--- config.mk ---
export PLATFORM = sky130hd
export DESIGN_NAME = issue_decode
export DESIGN_NICKNAME = d
export VERILOG_FILES = /design/src/source/isa_pkg.sv /design/src/source/exu_pkg.sv /design/src/source/issue_decode.sv
export VERILOG_INCLUDE_DIRS = /design/src /design/src/source
export SDC_FILE = /design/constraint.sdc
export NUM_CORES = 1
export LEC_CHECK = 0
export ABC_CLOCK_PERIOD_IN_PS = 36000
export BUFFER_PORTS_ARGS = -buffer_cell sky130_fd_sc_hd__buf_2
export CORE_AREA = 2 2 766 768
export CTS_BUF_LIST = sky130_fd_sc_hd__clkbuf_8 sky130_fd_sc_hd__clkbuf_16
export DETAILED_ROUTE_END_ITERATION = 6
export DIE_AREA = 0 0 768 770
export SYNTH_ARGS = -nofsm -noshare
export SYNTH_HDL_FRONTEND = slang
export SYNTH_SLANG_ARGS = --single-unit
--- constraint.sdc ---
create_clock -name i_clk -period 36 [get_ports i_clk]
set_input_delay 10.8 -clock i_clk [delete_from_list [all_inputs] [get_ports i_clk]]
set_output_delay 10.8 -clock i_clk [all_outputs]
set_load 0.05 [all_outputs]
--- src/source/exu_config.svh ---
// sizing macros for the execute cluster, include in any file that needs lane count or width
`ifndef EXU_CONFIG_SVH
`define EXU_CONFIG_SVH

// parallel execute lanes per bundle, 2, 4 or 8
`define EXU_LANES 4

// integer data width for operands, pcs and results
`define EXU_XLEN 64

`endif

--- src/source/isa_pkg.sv ---
// RV64 instruction word formats and opcode and funct3 encodings, imported by the decoder
package isa_pkg;

  // register-register format
  typedef struct packed {
    logic [6:0] funct7;
    logic [4:0] rs2;
    logic [4:0] rs1;
    logic [2:0] funct3;
    logic [4:0] rd;
    logic [6:0] opcode;
  } r_fmt_t;

  // immediate format, also used by jalr
  typedef struct packed {
    logic [11:0] imm12;
    logic [4:0]  rs1;
    logic [2:0]  funct3;
    logic [4:0]  rd;
    logic [6:0]  opcode;
  } i_fmt_t;

  // branch format with its scattered offset bits
  typedef struct packed {
    logic       imm12;
    logic [5:0] imm10_5;
    logic [4:0] rs2;
    logic [4:0] rs1;
    logic [2:0] funct3;
    logic [3:0] imm4_1;
    logic       imm11;
    logic [6:0] opcode;
  } b_fmt_t;

  typedef union packed {
    r_fmt_t r;
    i_fmt_t i;
    b_fmt_t b;
  } inst_u;

  localparam logic [6:0] OP        = 7'b0110011;
  localparam logic [6:0] OP_IMM    = 7'b0010011;
  localparam logic [6:0] OP_32     = 7'b0111011;
  localparam logic [6:0] OP_IMM_32 = 7'b0011011;
  localparam logic [6:0] BRANCH    = 7'b1100011;
  localparam logic [6:0] JALR      = 7'b1100111;

  // alu funct3, shifts right share one code
  localparam logic [2:0] F3_ADD  = 3'b000;
  localparam logic [2:0] F3_SLL  = 3'b001;
  localparam logic [2:0] F3_SLT  = 3'b010;
  localparam logic [2:0] F3_SLTU = 3'b011;
  localparam logic [2:0] F3_XOR  = 3'b100;
  localparam logic [2:0] F3_SR   = 3'b101;
  localparam logic [2:0] F3_OR   = 3'b110;
  localparam logic [2:0] F3_AND  = 3'b111;

  // branch funct3
  localparam logic [2:0] F3_BEQ  = 3'b000;
  localparam logic [2:0] F3_BNE  = 3'b001;
  localparam logic [2:0] F3_BLT  = 3'b100;
  localparam logic [2:0] F3_BGE  = 3'b101;
  localparam logic [2:0] F3_BLTU = 3'b110;
  localparam logic [2:0] F3_BGEU = 3'b111;

endpackage

--- src/source/exu_pkg.sv ---
// execute cluster types for issue slots, decoded lane requests and lane results
`include "exu_config.svh"

package exu_pkg;

  // LINK hands back pc plus 4 for jalr
  typedef enum logic [3:0] {
    ALU_ADD, ALU_SUB, ALU_SLT, ALU_SLTU, ALU_XOR, ALU_OR,
    ALU_AND, ALU_SLL, ALU_SRL, ALU_SRA, ALU_LINK
  } alu_op_e;

  typedef enum logic [2:0] {
    BR_NONE, BR_EQ, BR_NE, BR_LT, BR_GE, BR_LTU, BR_GEU, BR_JUMP
  } br_kind_e;

  // one instruction slot of an issue bundle
  typedef struct packed {
    isa_pkg::inst_u        inst;
    logic [`EXU_XLEN-1:0]  pc;
    logic [`EXU_XLEN-1:0]  rs1;
    logic [`EXU_XLEN-1:0]  rs2;
  } slot_t;

  typedef struct packed {
    logic                  valid;
    logic [`EXU_XLEN-1:0]  pc;
    logic [`EXU_XLEN-1:0]  rs1;
    logic [`EXU_XLEN-1:0]  rs2;
    logic [`EXU_XLEN-1:0]  imm;
    logic                  b_is_imm;
    logic                  word_cut;
    alu_op_e               alu_op;
    br_kind_e              br_kind;
    logic                  illegal;
  } lane_req_t;

  typedef struct packed {
    logic                  valid;
    logic [`EXU_XLEN-1:0]  result;
    logic                  taken;
    logic [`EXU_XLEN-1:0]  target;
    logic                  illegal;
  } lane_res_t;

endpackage

--- src/source/issue_decode.sv ---
// issue stage of the execute cluster, decodes each bundle slot into a registered lane request
`include "exu_config.svh"

module issue_decode (
  input  logic               i_clk,
  input  logic               i_rst,
  input  logic               i_valid,
  input  exu_pkg::slot_t     i_slots [`EXU_LANES],
  output exu_pkg::lane_req_t o_req [`EXU_LANES]
);

  import isa_pkg::*;
  import exu_pkg::*;

  localparam int LANES = `EXU_LANES;
  localparam int XLEN  = `EXU_XLEN;

  lane_req_t req_d [LANES];

  function automatic alu_op_e alu_from_f3(input logic [2:0] f3, input logic alt);
    alu_op_e op;
    case (f3)
      F3_ADD:  op = alt ? ALU_SUB : ALU_ADD;
      F3_SLL:  op = ALU_SLL;
      F3_SLT:  op = ALU_SLT;
      F3_SLTU: op = ALU_SLTU;
      F3_XOR:  op = ALU_XOR;
      F3_SR:   op = alt ? ALU_SRA : ALU_SRL;
      F3_OR:   op = ALU_OR;
      F3_AND:  op = ALU_AND;
      default: op = ALU_ADD;
    endcase
    return op;
  endfunction

  function automatic lane_req_t decode_slot(input slot_t s, input logic v);
    lane_req_t r;
    inst_u     w;
    logic      word;
    logic      alt_ok;
    w = s.inst;
    word = 1'b0;
    r = '0;
    r.valid = v;
    r.pc = s.pc;
    r.rs1 = s.rs1;
    r.rs2 = s.rs2;
    r.alu_op = ALU_ADD;
    r.br_kind = BR_NONE;
    case (w.r.opcode)
      OP, OP_32: begin
        word = (w.r.opcode == OP_32);
        r.alu_op = alu_from_f3(w.r.funct3, w.r.funct7[5]);
        // only add/sub and the right shifts have an alternate funct7
        alt_ok = (w.r.funct3 == F3_ADD) || (w.r.funct3 == F3_SR);
        r.illegal = !((w.r.funct7 == 7'b0000000) || (alt_ok && w.r.funct7 == 7'b0100000))
                    || (word && !(w.r.funct3 inside {F3_ADD, F3_SLL, F3_SR}));
      end
      OP_IMM, OP_IMM_32: begin
        word = (w.i.opcode == OP_IMM_32);
        r.b_is_imm = 1'b1;
        r.imm = {{(XLEN-12){w.i.imm12[11]}}, w.i.imm12};
        r.alu_op = alu_from_f3(w.i.funct3, (w.i.funct3 == F3_SR) && w.i.imm12[10]);
        // shamt is 6 bits, 5 for the word forms
        case (w.i.funct3)
          F3_ADD:  r.illegal = 1'b0;
          F3_SLL:  r.illegal = word ? |w.i.imm12[11:5] : |w.i.imm12[11:6];
          F3_SR:   r.illegal = word ? |(w.i.imm12[11:5] & 7'b1011111)
                                    : |(w.i.imm12[11:6] & 6'b101111);
          default: r.illegal = word;
        endcase
      end
      BRANCH: begin
        r.imm = {{(XLEN-13){w.b.imm12}}, w.b.imm12, w.b.imm11, w.b.imm10_5, w.b.imm4_1, 1'b0};
        r.alu_op = ALU_SUB;
        case (w.b.funct3)
          F3_BEQ:  r.br_kind = BR_EQ;
          F3_BNE:  r.br_kind = BR_NE;
          F3_BLT:  r.br_kind = BR_LT;
          F3_BGE:  r.br_kind = BR_GE;
          F3_BLTU: r.br_kind = BR_LTU;
          F3_BGEU: r.br_kind = BR_GEU;
          default: r.illegal = 1'b1;
        endcase
      end
      JALR: begin
        r.b_is_imm = 1'b1;
        r.imm = {{(XLEN-12){w.i.imm12[11]}}, w.i.imm12};
        r.alu_op = ALU_LINK;
        r.illegal = (w.i.funct3 != 3'b000);
        // a malformed jalr never redirects
        if (!r.illegal) begin
          r.br_kind = BR_JUMP;
        end
      end
      default: r.illegal = 1'b1;
    endcase
    r.word_cut = word;
    return r;
  endfunction

  always_comb begin
    for (int k = 0; k < LANES; k++) begin
      req_d[k] = decode_slot(i_slots[k], i_valid);
    end
  end

  always_ff @(posedge i_clk) begin
    for (int k = 0; k < LANES; k++) begin
      if (i_rst) begin
        o_req[k].valid <= 1'b0;
      end else begin
        o_req[k] <= req_d[k];
      end
    end
  end

  for (genvar k = 0; k < LANES; k++) begin : g_chk
    a_illegal_no_branch: assert property (@(posedge i_clk) disable iff (i_rst)
      o_req[k].valid && o_req[k].illegal |-> o_req[k].br_kind == BR_NONE);
  end

endmodule

==> results.txt <==
- The top cell type by area accounts for 88.72% of the synthesized area.
- The most common cell in the synthesized netlist is sky130_fd_sc_hd__edfxtp_1.
- After clock tree synthesis, the setup repair step added 0 buffers.
- Number of buffers between clock root and the deepest sink: 4
- Final Instance Area: 51520 um2
* Most instantiated cells after synthesis: sky130_fd_sc_hd__edfxtp_1, sky130_fd_sc_hd__buf_4, sky130_fd_sc_hd__nor2_1, sky130_fd_sc_hd__and2_1, sky130_fd_sc_hd__nand2_1
* Sequential share of the synthesized area: 88.79%
- In the final routed layout, each cell accounts on average for 32.70 um.
* Transition at the pin with the smallest max-transition slack: 1.136 ns
- The tree built by TritonCTS fans out to 861 sinks.
* Number of flops mapped to enable cells by yosys: 860
* Cell Pwr Density: 62.18 nW/um2
- Share of synthesized registers carrying an async set or reset: 0%
* Resize count post-CTS: 0
- The critical path is of the in2reg type.
- Delay-heaviest family, CP: buffers and inverters
- Count of warnings emitted by yosys: 0
- Inserted Clock Buffers: 124
- Among the stages of the critical path, the cell type that occurs most often is sky130_fd_sc_hd__buf_4.
- In this run the worst hold path is classified as in2reg.
- Ports: 1967
- Post-detailed-route DRC marker count: 0
* CTS tree: built
- The worst path needs 13.96 ns of the cycle, external delays included.
* Top cell type by total area after synthesis: sky130_fd_sc_hd__edfxtp_1
- After floorplanning, the core was divided into 281 placement rows.
- In the final layout, the registers with the most flip-flops are o_req x861.
* Initial Util: 4.987%
- Final HPWL DP: 332700 um
- Tcrit/Tclk final: 38.78%
* Sort of element at the end of the critical path: register
- Cells on Worst Hold Path: 1
- Measured on the finished design, the core utilization comes to 8.828%.
* Drt first-iter violations: 1352
- Gpl congestion: 0.9181
- Along the worst path, the maximum fanout reaches 142.
- Chain of cells forming the critical path: buf_2 > inv_8 > buf_4 > buf_4 > buf_12 > buf_4
- Clock transition time at the flip-flop clock pins of the worst setup and hold paths: 0.06 ns
- When the netlist entered floorplanning its net count stood at 2242.
* Port Buffer Count: 1946
* Final layout net count: 4111
- The routed layout has 22160 vias.
* Wire length reported by the detailed router: 365900 um
* Area contributors post-synth: sky130_fd_sc_hd__edfxtp_1, sky130_fd_sc_hd__buf_4, sky130_fd_sc_hd__a22o_1
- CP max stage delay: 0.89 ns
- Fill cells in the final layout number 67630.
* H-Tree Depth: 3
* Overall die area: 591400 um2
* TNS Setup: 0 ns
- Clk root buf: sky130_fd_sc_hd__clkbuf_16
- Synthesis handed over a netlist of 1343 instances.
* Slowest cell on the critical path: sky130_fd_sc_hd__buf_4
- Max-cap violations in this run came to 0.
- Final setup violating endpoints: 0
- Static timing analysis puts the maximum clock frequency at 71.63 MHz.
* Flip-flop count of the largest register after layout: 861
* Max-slew violation total from the final report: 0
* Startpoint type of the worst setup path: primary input
- Summing all placed instances gives a cell area of 47120 um2.
* Layout cells sized above 1: 65.74%
- Setup repair after global routing missed its margin: false
* Hold bufs inserted after CTS: 0
- The first global-routing pass estimated 407600 um of wire.
* Final Hold Fails: 0
- Core outline area: 583600 um2
- For this run, the detailed router's first-pass iteration total came to 5.
- After synthesis the cells add up to 29110 um2.
- Data on the critical path is required at its endpoint by 36.50 ns.
- Detailed-route vias per instance: 1.980
* Worst EP arrival: 14.46 ns
- Mean post-synth cell area: 21.67 um2
* Via count of the first global-routing pass: 21140
* Residual antenna-violating net count after detailed routing: 0
- Measured along the x axis, the die boundary spans 768 um.
- For this design the static power due to leakage is 18.80 nW.
* Number of distinct library cell variants in the gate-level netlist after synthesis: 61
* Max VDD drop: 48.42 uV
- Largest register by flop count: o_req
- Largest net degree at the start of global routing: 143
- Measured against its own limit, the worst slew margin works out to 24.24%.
* Number of antenna violations at the first check in global routing: 309
* Synthesized flop and latch total: 861
- Across every metal layer, demand over resource in global routing totals 11.82%.
* HP Start: i_slots[566]
* Worst setup path startpoint: i_rst
- For this run the aggregate overflow at the end of global routing stands at 0.
- The area growth from synthesis to layout is 77.01%.
* CP Buf/Inv Count: 6
- Status: finished, final reports clean
- Endpoint of the worst hold-timing path: o_req[726]
- Most used flip-flop cell after synthesis: sky130_fd_sc_hd__edfxtp_1
- Die extent in y: 770 um
-- how the worst max path moves through the flow --
stage                      end  slack, ns  depth (start not counted)
finish              o_req[637]      22.04                          6
global route        o_req[637]      21.78                          6
CTS                 o_req[637]      22.05                          6
detailed placement  o_req[964]      21.03                          6
global placement    o_req[964]      21.10                          6
floorplan             o_req[0]       7.47                          1
-- stage by stage --
| stage | hold slack (ns) | total power (W) | cells | setup WS [ns] |
|---|---|---|---|---|
| after global placement | 10.98 | 0.001947 | 10870 | 21.10 |
| final | 10.01 | 0.003204 | 11190 | 22.04 |
| after floorplan | 10.87 | 0.001628 | 1343 | 7.473 |
| after CTS | 9.867 | 0.003295 | 11100 | 22.05 |
| after detailed placement | 10.98 | 0.001947 | 10870 | 21.03 |
| after global routing | 9.931 | 0.003338 | 11140 | 21.78 |
-- layer usage --
metal	vias to the layer above	GRT usage [%]	wire, um
li1	8888	-	-
met1	10510	11.40	119600
met2	1990	17.47	149900
met3	719	11.37	79550
met4	52	4.099	16510
met5	-	0	387
-- final cells by class --
class / count / area [um2] / share of cell area [%]
tap: 7782 / 9737 / 18.90
multi-input combinational: 250 / 1603 / 3.111
antenna: 95 / 237.7 / 0.4614
inverter: 11 / 48.80 / 0.09471
clock buffer: 125 / 3128 / 6.071
sequential: 861 / 25840 / 50.16
timing repair buffer: 1964 / 9887 / 19.19
clock inverter: 102 / 1037 / 2.013
-- cells by family (layout without fill, tap and decap cells) --
kind of cell	Yosys count	count (layout)	share of synthesized area [%]
compound gates	99	99	2.545
flops	861	861	88.79
other cells	0	95	0
simple gates	142	142	2.678
buf+inv	232	2202	5.704
fa+ha+maj	1	1	0.03439
xor+xnor	6	6	0.1805
mux	2	2	0.06878
-- report_power, final --
group	internal (W)	leakage [nW]	switching (W)	total [W]
logic	0.0000954	8.34	0.000587	0.000683
registers	0.00119	8.40	0.0000306	0.00122
clock network	0.000733	2.06	0.000568	0.00130
total	0.00202	18.8	0.00119	0.00320
-- placed cells by master (no fill, tap or decap), types with 3 or more instances in the layout --
master / synthesis / routed
sky130_fd_sc_hd__buf_2: 4 / 1946
sky130_fd_sc_hd__edfxtp_1: 860 / 860
sky130_fd_sc_hd__clkbuf_16: 0 / 125
sky130_fd_sc_hd__diode_2: 0 / 95
sky130_fd_sc_hd__nor2_1: 35 / 35
sky130_fd_sc_hd__and2_1: 26 / 26
sky130_fd_sc_hd__inv_1: 10 / 24
sky130_fd_sc_hd__nand2_1: 23 / 23
sky130_fd_sc_hd__nor2b_1: 20 / 20
sky130_fd_sc_hd__a22o_1: 20 / 20
sky130_fd_sc_hd__o21ai_0: 18 / 18
sky130_fd_sc_hd__buf_4: 207 / 17
sky130_fd_sc_hd__clkinvlp_4: 0 / 15
sky130_fd_sc_hd__inv_6: 0 / 15
sky130_fd_sc_hd__clkinv_2: 0 / 14
sky130_fd_sc_hd__bufinv_16: 0 / 13
sky130_fd_sc_hd__clkinv_1: 1 / 12
sky130_fd_sc_hd__a21oi_1: 10 / 10
sky130_fd_sc_hd__clkinv_4: 0 / 10
sky130_fd_sc_hd__nor3_1: 9 / 9
sky130_fd_sc_hd__o21a_1: 7 / 7
sky130_fd_sc_hd__inv_8: 0 / 7
sky130_fd_sc_hd__nand3_1: 5 / 5
sky130_fd_sc_hd__o21ai_1: 5 / 5
sky130_fd_sc_hd__o31a_1: 5 / 5
sky130_fd_sc_hd__xnor2_1: 5 / 5
sky130_fd_sc_hd__a31oi_1: 4 / 4
sky130_fd_sc_hd__and3_1: 3 / 3
sky130_fd_sc_hd__o21ai_2: 3 / 3
sky130_fd_sc_hd__nand2b_1: 3 / 3
sky130_fd_sc_hd__a221oi_1: 3 / 3
sky130_fd_sc_hd__o31ai_1: 3 / 3
No activity file was read; power rests on OpenSTA's default activity.
