## config.mk

```make
export PLATFORM = sky130hd
export DESIGN_NAME = retire_merge
export DESIGN_NICKNAME = d
export VERILOG_FILES = /design/src/source/isa_pkg.sv /design/src/source/exu_pkg.sv /design/src/source/retire_merge.sv
export VERILOG_INCLUDE_DIRS = /design/src /design/src/source
export SDC_FILE = /design/constraint.sdc
export NUM_CORES = 1
export LEC_CHECK = 0
export BUFFER_PORTS_ARGS = -buffer_cell sky130_fd_sc_hd__buf_2
export CAP_MARGIN = 20
export CORE_AREA = 2 2 429 431
export DETAILED_ROUTE_END_ITERATION = 7
export DIE_AREA = 0 0 431 433
export HOLD_SLACK_MARGIN = 0.05
export PLACE_DENSITY = 0.33
export SLEW_MARGIN = 15
export SYNTH_ARGS = -nofsm -noshare
export SYNTH_HDL_FRONTEND = slang
export SYNTH_SLANG_ARGS = --single-unit
export TNS_END_PERCENT = 1
```

## constraint.sdc

```tcl
create_clock -name i_clk -period 20.6 [get_ports i_clk]
set_clock_uncertainty 0.05 [all_clocks]
set_input_delay 4.12 -clock i_clk [delete_from_list [all_inputs] [get_ports i_clk]]
set_output_delay 4.12 -clock i_clk [all_outputs]
set_load 0.02 [all_outputs]
```

## src/source/exu_config.svh

```systemverilog
// sizing macros for the execute cluster, include in any file that needs lane count or width
`ifndef EXU_CONFIG_SVH
`define EXU_CONFIG_SVH

// parallel execute lanes per bundle, 2, 4 or 8
`define EXU_LANES 4

// integer data width for operands, pcs and results
`define EXU_XLEN 64

`endif

```

## src/source/isa_pkg.sv

```systemverilog
// RV64 instruction word formats and opcode and funct3 encodings, imported by the decoder
package isa_pkg;

  // register-register format
  typedef struct packed {
    logic [6:0] funct7;
    logic [4:0] rs2;
    logic [4:0] rs1;
    logic [2:0] funct3;
    logic [4:0] rd;
    logic [6:0] opcode;
  } r_fmt_t;

  // immediate format, also used by jalr
  typedef struct packed {
    logic [11:0] imm12;
    logic [4:0]  rs1;
    logic [2:0]  funct3;
    logic [4:0]  rd;
    logic [6:0]  opcode;
  } i_fmt_t;

  // branch format with its scattered offset bits
  typedef struct packed {
    logic       imm12;
    logic [5:0] imm10_5;
    logic [4:0] rs2;
    logic [4:0] rs1;
    logic [2:0] funct3;
    logic [3:0] imm4_1;
    logic       imm11;
    logic [6:0] opcode;
  } b_fmt_t;

  typedef union packed {
    r_fmt_t r;
    i_fmt_t i;
    b_fmt_t b;
  } inst_u;

  localparam logic [6:0] OP        = 7'b0110011;
  localparam logic [6:0] OP_IMM    = 7'b0010011;
  localparam logic [6:0] OP_32     = 7'b0111011;
  localparam logic [6:0] OP_IMM_32 = 7'b0011011;
  localparam logic [6:0] BRANCH    = 7'b1100011;
  localparam logic [6:0] JALR      = 7'b1100111;

  // alu funct3, shifts right share one code
  localparam logic [2:0] F3_ADD  = 3'b000;
  localparam logic [2:0] F3_SLL  = 3'b001;
  localparam logic [2:0] F3_SLT  = 3'b010;
  localparam logic [2:0] F3_SLTU = 3'b011;
  localparam logic [2:0] F3_XOR  = 3'b100;
  localparam logic [2:0] F3_SR   = 3'b101;
  localparam logic [2:0] F3_OR   = 3'b110;
  localparam logic [2:0] F3_AND  = 3'b111;

  // branch funct3
  localparam logic [2:0] F3_BEQ  = 3'b000;
  localparam logic [2:0] F3_BNE  = 3'b001;
  localparam logic [2:0] F3_BLT  = 3'b100;
  localparam logic [2:0] F3_BGE  = 3'b101;
  localparam logic [2:0] F3_BLTU = 3'b110;
  localparam logic [2:0] F3_BGEU = 3'b111;

endpackage

```

## src/source/exu_pkg.sv

```systemverilog
// execute cluster types for issue slots, decoded lane requests and lane results
`include "exu_config.svh"

package exu_pkg;

  // LINK hands back pc plus 4 for jalr
  typedef enum logic [3:0] {
    ALU_ADD, ALU_SUB, ALU_SLT, ALU_SLTU, ALU_XOR, ALU_OR,
    ALU_AND, ALU_SLL, ALU_SRL, ALU_SRA, ALU_LINK
  } alu_op_e;

  typedef enum logic [2:0] {
    BR_NONE, BR_EQ, BR_NE, BR_LT, BR_GE, BR_LTU, BR_GEU, BR_JUMP
  } br_kind_e;

  // one instruction slot of an issue bundle
  typedef struct packed {
    isa_pkg::inst_u        inst;
    logic [`EXU_XLEN-1:0]  pc;
    logic [`EXU_XLEN-1:0]  rs1;
    logic [`EXU_XLEN-1:0]  rs2;
  } slot_t;

  typedef struct packed {
    logic                  valid;
    logic [`EXU_XLEN-1:0]  pc;
    logic [`EXU_XLEN-1:0]  rs1;
    logic [`EXU_XLEN-1:0]  rs2;
    logic [`EXU_XLEN-1:0]  imm;
    logic                  b_is_imm;
    logic                  word_cut;
    alu_op_e               alu_op;
    br_kind_e              br_kind;
    logic                  illegal;
  } lane_req_t;

  typedef struct packed {
    logic                  valid;
    logic [`EXU_XLEN-1:0]  result;
    logic                  taken;
    logic [`EXU_XLEN-1:0]  target;
    logic                  illegal;
  } lane_res_t;

endpackage

```

## src/source/retire_merge.sv

```systemverilog
// retire stage of the execute cluster, picks the oldest taken branch and squashes younger lanes
`include "exu_config.svh"

module retire_merge (
  input  logic                 i_clk,
  input  logic                 i_rst,
  input  exu_pkg::lane_res_t   i_res [`EXU_LANES],
  output logic                 o_valid,
  output exu_pkg::lane_res_t   o_res [`EXU_LANES],
  output logic                 o_redirect,
  output logic [`EXU_XLEN-1:0] o_redirect_pc
);

  import exu_pkg::*;

  localparam int LANES = `EXU_LANES;
  localparam int XLEN  = `EXU_XLEN;

  lane_res_t       res_d [LANES];
  logic            any_valid;
  logic            found;
  logic [XLEN-1:0] redir_pc;

  // lane 0 is oldest so the first taken lane wins
  always_comb begin
    any_valid = 1'b0;
    found = 1'b0;
    redir_pc = '0;
    for (int k = 0; k < LANES; k++) begin
      res_d[k] = i_res[k];
      any_valid = any_valid | i_res[k].valid;
      if (found) begin
        res_d[k].valid = 1'b0;
        res_d[k].taken = 1'b0;
      end else if (i_res[k].valid && i_res[k].taken) begin
        found = 1'b1;
        redir_pc = i_res[k].target;
      end
    end
  end

  always_ff @(posedge i_clk) begin
    if (i_rst) begin
      o_valid <= 1'b0;
      o_redirect <= 1'b0;
      for (int k = 0; k < LANES; k++) begin
        o_res[k].valid <= 1'b0;
        o_res[k].taken <= 1'b0;
      end
    end else begin
      o_valid <= any_valid;
      o_redirect <= found;
      o_redirect_pc <= redir_pc;
      o_res <= res_d;
    end
  end

  // redirect only ever leaves with a retiring bundle
  a_redirect_valid: assert property (@(posedge i_clk) disable iff (i_rst)
    o_redirect |-> o_valid);

endmodule

```

==> run metrics, run 1 <==
run status completed; drt drc 0; antenna violations before repair 51; largest net degree at the start of global routing 154; CTS Root Cell clkbuf_16; Num Clock Sinks 590; worst slew pin tran 1.041 ns; final hold violations 0; Detail Placement HPWL 83440 um; critical path class primary input to register; Routed met2 length 54880 um; P_sw 0.8738 mW; CTS max path bufs 3; Die Width 431 um; EDFF count, synth 580; Final period util 0.3500; routed wire length 103600 um; synth top area cells edfxtp_1 (90%), a22oi_1 (2.4%), a31oi_1 (2.0%); #FFs+latches synth 590; met1 wire length 38460 um; Worst Setup End Kind register; Max VDD drop 0.05819 mV; Cell Area, Synth 19320 sq um; Required @ worst endpoint 20.82 ns; Seq pwr share 0.463; internal power 2.287 mW; postcts setup bufs 0; vias in the first global route 13820; Top Layer Used met5; RD Place Congestion 0.8166; largest area contributor in the synthesized netlist edfxtp_1; Clk pin slew, worst setup/hold paths 0.06 ns; drt pass-1 iters 5; critical path arrival 7.43 ns; Switching Share 0.2765; die area 186600 sq um; hold_buf cts 0; Mean Syn Cell Area 21.44 sq um; Netlist cell types 26; Power Density 104.4 nW/um^2; total track usage 0.1044; P_leak 11.86 nW; most frequent CP cell buf_4; Max Fclk 138.7 MHz; CP bufs+invs 5; IO Count 1116; final setup fails 0; Post-Layout Inst Area 30270 sq um; Die Y 433 um; Relative slew margins 0.3059; met3 layer wire length in the routed design 7872 um; Num CTS Buffers 74; post_cts resized 0; RSZ-0062 raised after global routing no; NumNets Final 2597; max_cap viols 0; Post-DP Area 27830 sq um; P&R area growth vs syn 56.67%; Vias/cell 3.054; CP delay by family, top buffers and inverters; Initial DRC Count 860; total global routing overflow 0; final core utilization 0.1662; HP Class primary input to register; remaining antenna violation count 0; Gate Count Post-Synth 901; H-tree levels 3; crit path max fanout 111; fraction of registers with async set/reset 0; crit-path cells buf_2 > inv_8 > buf_4 > buf_4 > buf_4; layout cells sized above 1 0.5818; prevailing post-synth register cell edfxtp_1; CP startpoint kind primary input; WL per Instance 22.91 um; CTS tree built; core box area 182100 sq um; slowest CP cell buf_4; DR vias 13800; # rows 157; Comb power frac 0.123; top cell type's share of synthesized area 0.9016; Tmin final 7.209 ns; clock share of power 0.414; port bufs 1115; syn nets 1427; Initial Util 0.1061; first-pass GRT wire length 130600 um; max incr delay on CP 0.82 ns; Setup TNS 0 ns; sequential area share after synthesis 0.9119; synth warn 0; Final Slew Violations 0
[cell type report]
cell class,instances,area (sq um)
antenna,7,17.52
clock buffer,93,1943
clock inverter,40,474.2
fill,20090,151800
inverter,3,18.77
multi-input combinational,275,1529
sequential,590,17620
tap,2385,2984
timing repair buffer,1127,5683
[layout by cell type, fill, tap and decap left out, types with 2 or more instances in the layout]
master	n
buf_2	1115
edfxtp_1	580
clkbuf_16	74
nand2_1	65
nor2_1	63
a31oi_1	63
a22oi_1	62
clkbuf_1	17
clkinv_1	11
buf_4	11
clkinv_2	10
dfxtp_1	10
diode_2	7
bufinv_16	5
clkinv_16	4
clkinvlp_4	3
inv_1	2
a221oi_1	2
nor3_1	2
o22ai_1	2
inv_8	2
nor2b_1	2
nor3b_1	2
and2_1	2
and3_1	2
clkinv_4	2
clkinv_8	2
clkbuf_8	2
[worst paths after layout]
check,from,to,slack (ns),cells after the start
max,i_rst,o_redirect_pc[1]$_DFFE_PN_,13.39,5
min,i_res[87],o_res[87]$_DFFE_PN_,3.54,1
[synthesized netlist by cell type, types with 3 or more instances]
| cell type | count |
|---|---|
| edfxtp_1 | 580 |
| nand2_1 | 65 |
| a31oi_1 | 63 |
| nor2_1 | 63 |
| a22oi_1 | 62 |
| buf_2 | 23 |
| dfxtp_1 | 10 |
| clkbuf_1 | 6 |
| and2_1 | 3 |
| inv_1 | 3 |
[power by group through the flow]
stage / clock network (mW) / registers (mW) / logic (mW)
after global routing: 1.41 / 1.47 / 0.410
after CTS: 1.37 / 1.47 / 0.399
after global placement: 0 / 1.49 / 0.401
after floorplan: 0 / 1.64 / 0.0421
final: 1.31 / 1.46 / 0.388
after detailed placement: 0 / 1.49 / 0.398
[per-stage QoR]
stage               hold WS [ns]  worst slack (ns)  power, mW  instances
floorplan                  4.139             4.354      1.679        901
global placement           4.246             12.69      1.890       4380
detailed placement         4.248             12.68      1.887       4380
CTS                        3.436             13.45      3.230       4513
global route               3.468             13.19      3.289       4517
finish                     3.543             13.39      3.161       4520
[logic make-up (layout without fill, tap and decap cells)]
family                 Yosys count  count (layout)  synth area share
buffers and inverters           36            1263          0.009067
AOI/OAI and AO/OA              132             132           0.04754
other                            0               7                 0
and+or+nand+nor                143             143           0.03148
DFF                            590             590            0.9119
[registers in the layout, indices dropped and copies added (netlist names)]
name,count
o_valid,1
o_redirect,1
o_redirect_pc,64
o_res,524
[metal layers]
layer / GRT usage / up-vias
li1: - / 5978
met1: 0.1157 / 6974
met2: 0.1884 / 657
met3: 0.03672 / 174
met4: 0.02721 / 20
met5: 0 / -
Note: power is estimated with default switching activity, not from simulation.
==> inputs of run 2 (changes only) <==
--- a/config.mk
+++ b/config.mk
@@ -6,13 +6,14 @@
 export SDC_FILE = /design/constraint.sdc
 export NUM_CORES = 1
 export LEC_CHECK = 0
+export ABC_AREA = 1
 export BUFFER_PORTS_ARGS = -buffer_cell sky130_fd_sc_hd__buf_2
 export CAP_MARGIN = 20
-export CORE_AREA = 2 2 429 431
+export CORE_AREA = 2 2 431 433
 export DETAILED_ROUTE_END_ITERATION = 7
-export DIE_AREA = 0 0 431 433
+export DIE_AREA = 0 0 433 435
 export HOLD_SLACK_MARGIN = 0.05
-export PLACE_DENSITY = 0.33
+export PLACE_DENSITY = 0.34
 export SLEW_MARGIN = 15
 export SYNTH_ARGS = -nofsm -noshare
 export SYNTH_HDL_FRONTEND = slang
==> constraint.sdc (replaced) <==
create_clock -name i_clk -period 6.12 [get_ports i_clk]
set_clock_uncertainty 0.05 [all_clocks]
set_input_delay 1.224 -clock i_clk [delete_from_list [all_inputs] [get_ports i_clk]]
set_output_delay 1.224 -clock i_clk [all_outputs]
set_load 0.02 [all_outputs]
==> run metrics, run 2 <==
max_cap viols 0; fraction of registers with async set/reset 0; critical path class primary input to register; most common cell in the synthesized netlist edfxtp_1; first-pass GRT wire length 138500 um; top cell type's share of synthesized area 0.8753; Setup TNS 0 ns; final setup fails 0; layout cells sized above 1 0.5269; sequential area share after synthesis 0.8854; CTS Root Cell clkbuf_16; worst slew pin tran 0.9012 ns; Max VDD drop 0.2038 mV; Worst Setup End Kind register; IO Count 1116; hold_buf cts 0; top post-synthesis cells by count edfxtp_1 (580), nand2_1 (262), nor2_1 (158), nand3_1 (36), a21oi_1 (32); Clk pin slew, worst setup/hold paths 0.06 ns; register with the most flip-flops o_res; WHS 0.6456 ns; DR vias 14700; core box area 184000 sq um; top flop regs o_res x524, o_redirect_pc x64; crit path max fanout 37; Final Slew Violations 0; Max Fclk 311.0 MHz; Tmin final 3.216 ns; NumNets Final 2844; port bufs 1115; drt drc 0; Required @ worst endpoint 6.62 ns; CTS max path bufs 3; synth warn 0; #FFs+latches synth 590; P&R area growth vs syn 56.30%; postcts setup bufs 0; critical path arrival 3.71 ns; Num CTS Buffers 79; Post-DP Area 28570 sq um; largest net degree at the start of global routing 113; RD Place Congestion 0.8672; die area 188400 sq um; final core utilization 0.1690; run status completed; post_cts resized 0; EDFF count, synth 580; Initial Util 0.1081; drt pass-1 iters 4; synth top area cells edfxtp_1 (88%), nand2_1 (4.9%), nor2_1 (3.0%); Num Clock Sinks 590; HP Class primary input to register; WL per Instance 22.02 um; # rows 158; total track usage 0.1097; Gate Count Post-Synth 1141; CP startpoint kind primary input; largest area contributor in the synthesized netlist edfxtp_1; Initial DRC Count 910; most frequent cells in the layout buf_2 (1115), edfxtp_1 (580), nand2_1 (262); remaining antenna violation count 0; Mean Syn Cell Area 17.44 sq um; antenna violations before repair 68; H-tree levels 3; Cell Area, Synth 19900 sq um; Vias/cell 3.021; RSZ-0062 raised after global routing no; syn nets 1667; number of flip-flops in the largest register 524; Final period util 0.5254; prevailing post-synth register cell edfxtp_1; Power Density 348.9 nW/um^2; Post-Layout Inst Area 31100 sq um; total global routing overflow 0; CTS tree built; final hold violations 0; routed wire length 107100 um; Relative slew margins 0.3992; Die Y 435 um; Die Width 433 um; vias in the first global route 14980; Detail Placement HPWL 85240 um; P_leak 12.76 nW; most common cell after layout, fill and taps aside buf_2; Netlist cell types 21
## run 2: cell count changes after synthesis, sizes merged, moves of 3 or more
cell,previous run,this run
nand3,0,37
a31oi,63,0
nand2,65,265
a21oi,0,32
a22oi,63,0
and2,3,0
clkbuf,6,3
buf,27,32
inv,3,16
nor2,65,161
## run 2: cell families (layout without fill, tap and decap cells)
group                  count (synthesis)  after routing  synth area share
DFF                                  590            590            0.8854
and+or+nand+nor                      467            467           0.09243
buffers and inverters                 51           1286           0.01371
AOI/OAI and AO/OA                     33             33          0.008489
other                                  0             10                 0
## run 2: area by class of cell
class,count,area [sq um]
fillers,20370,152900
flip-flops and latches,590,17620
repair buffers,1131,5751
well taps,2480,3103
clock buffers,93,2051
multi-input cells,500,2032
clock inverters,46,456.7
inverters,16,66.31
diodes,10,25.02
## run 2: metrics by stage
step | power, mW | worst slack (ns) | cells
after CTS | 11.13 | 2.902 | 4856
after floorplan | 5.649 | -4.167 | 1141
after detailed placement | 6.392 | 2.114 | 4717
after global placement | 6.400 | 2.185 | 4717
final | 10.85 | 2.904 | 4866
after global routing | 11.33 | 2.769 | 4861
## run 2: worst paths after layout
| kind | start | cells past startpoint | to | slack (ns) |
|---|---|---|---|---|
| max | i_res[523] | 9 | o_redirect_pc[37]$_DFFE_PN_ | 2.90 |
| min | i_res[385] | 1 | o_res[385]$_DFFE_PN_ | 0.65 |
## run 2: where the power goes
part	internal, mW	switching [mW]	leakage [nW]
clock network	2.59	2.00	1.21
logic	0.382	0.956	5.80
registers	4.82	0.109	5.75
## run 2: per-layer routing
| layer | GRT usage | share of wire | wire, um |
|---|---|---|---|
| met4 | 0.02842 | 0.021 | 2280 |
| met5 | 0 | 0.0020 | 214 |
| met1 | 0.1186 | 0.36 | 39090 |
| met3 | 0.04292 | 0.093 | 10010 |
| met2 | 0.1975 | 0.52 | 55550 |
## run 2: critical path, cell delays in order
cell and delay [ns]:
buf_2 0.12, nand2_4 0.49, nand2_1 0.20, nor2_4 0.59, buf_4 0.61, nand2_1 0.14, nand2_1 0.09, nor2_1 0.04
nor2_1 0.08
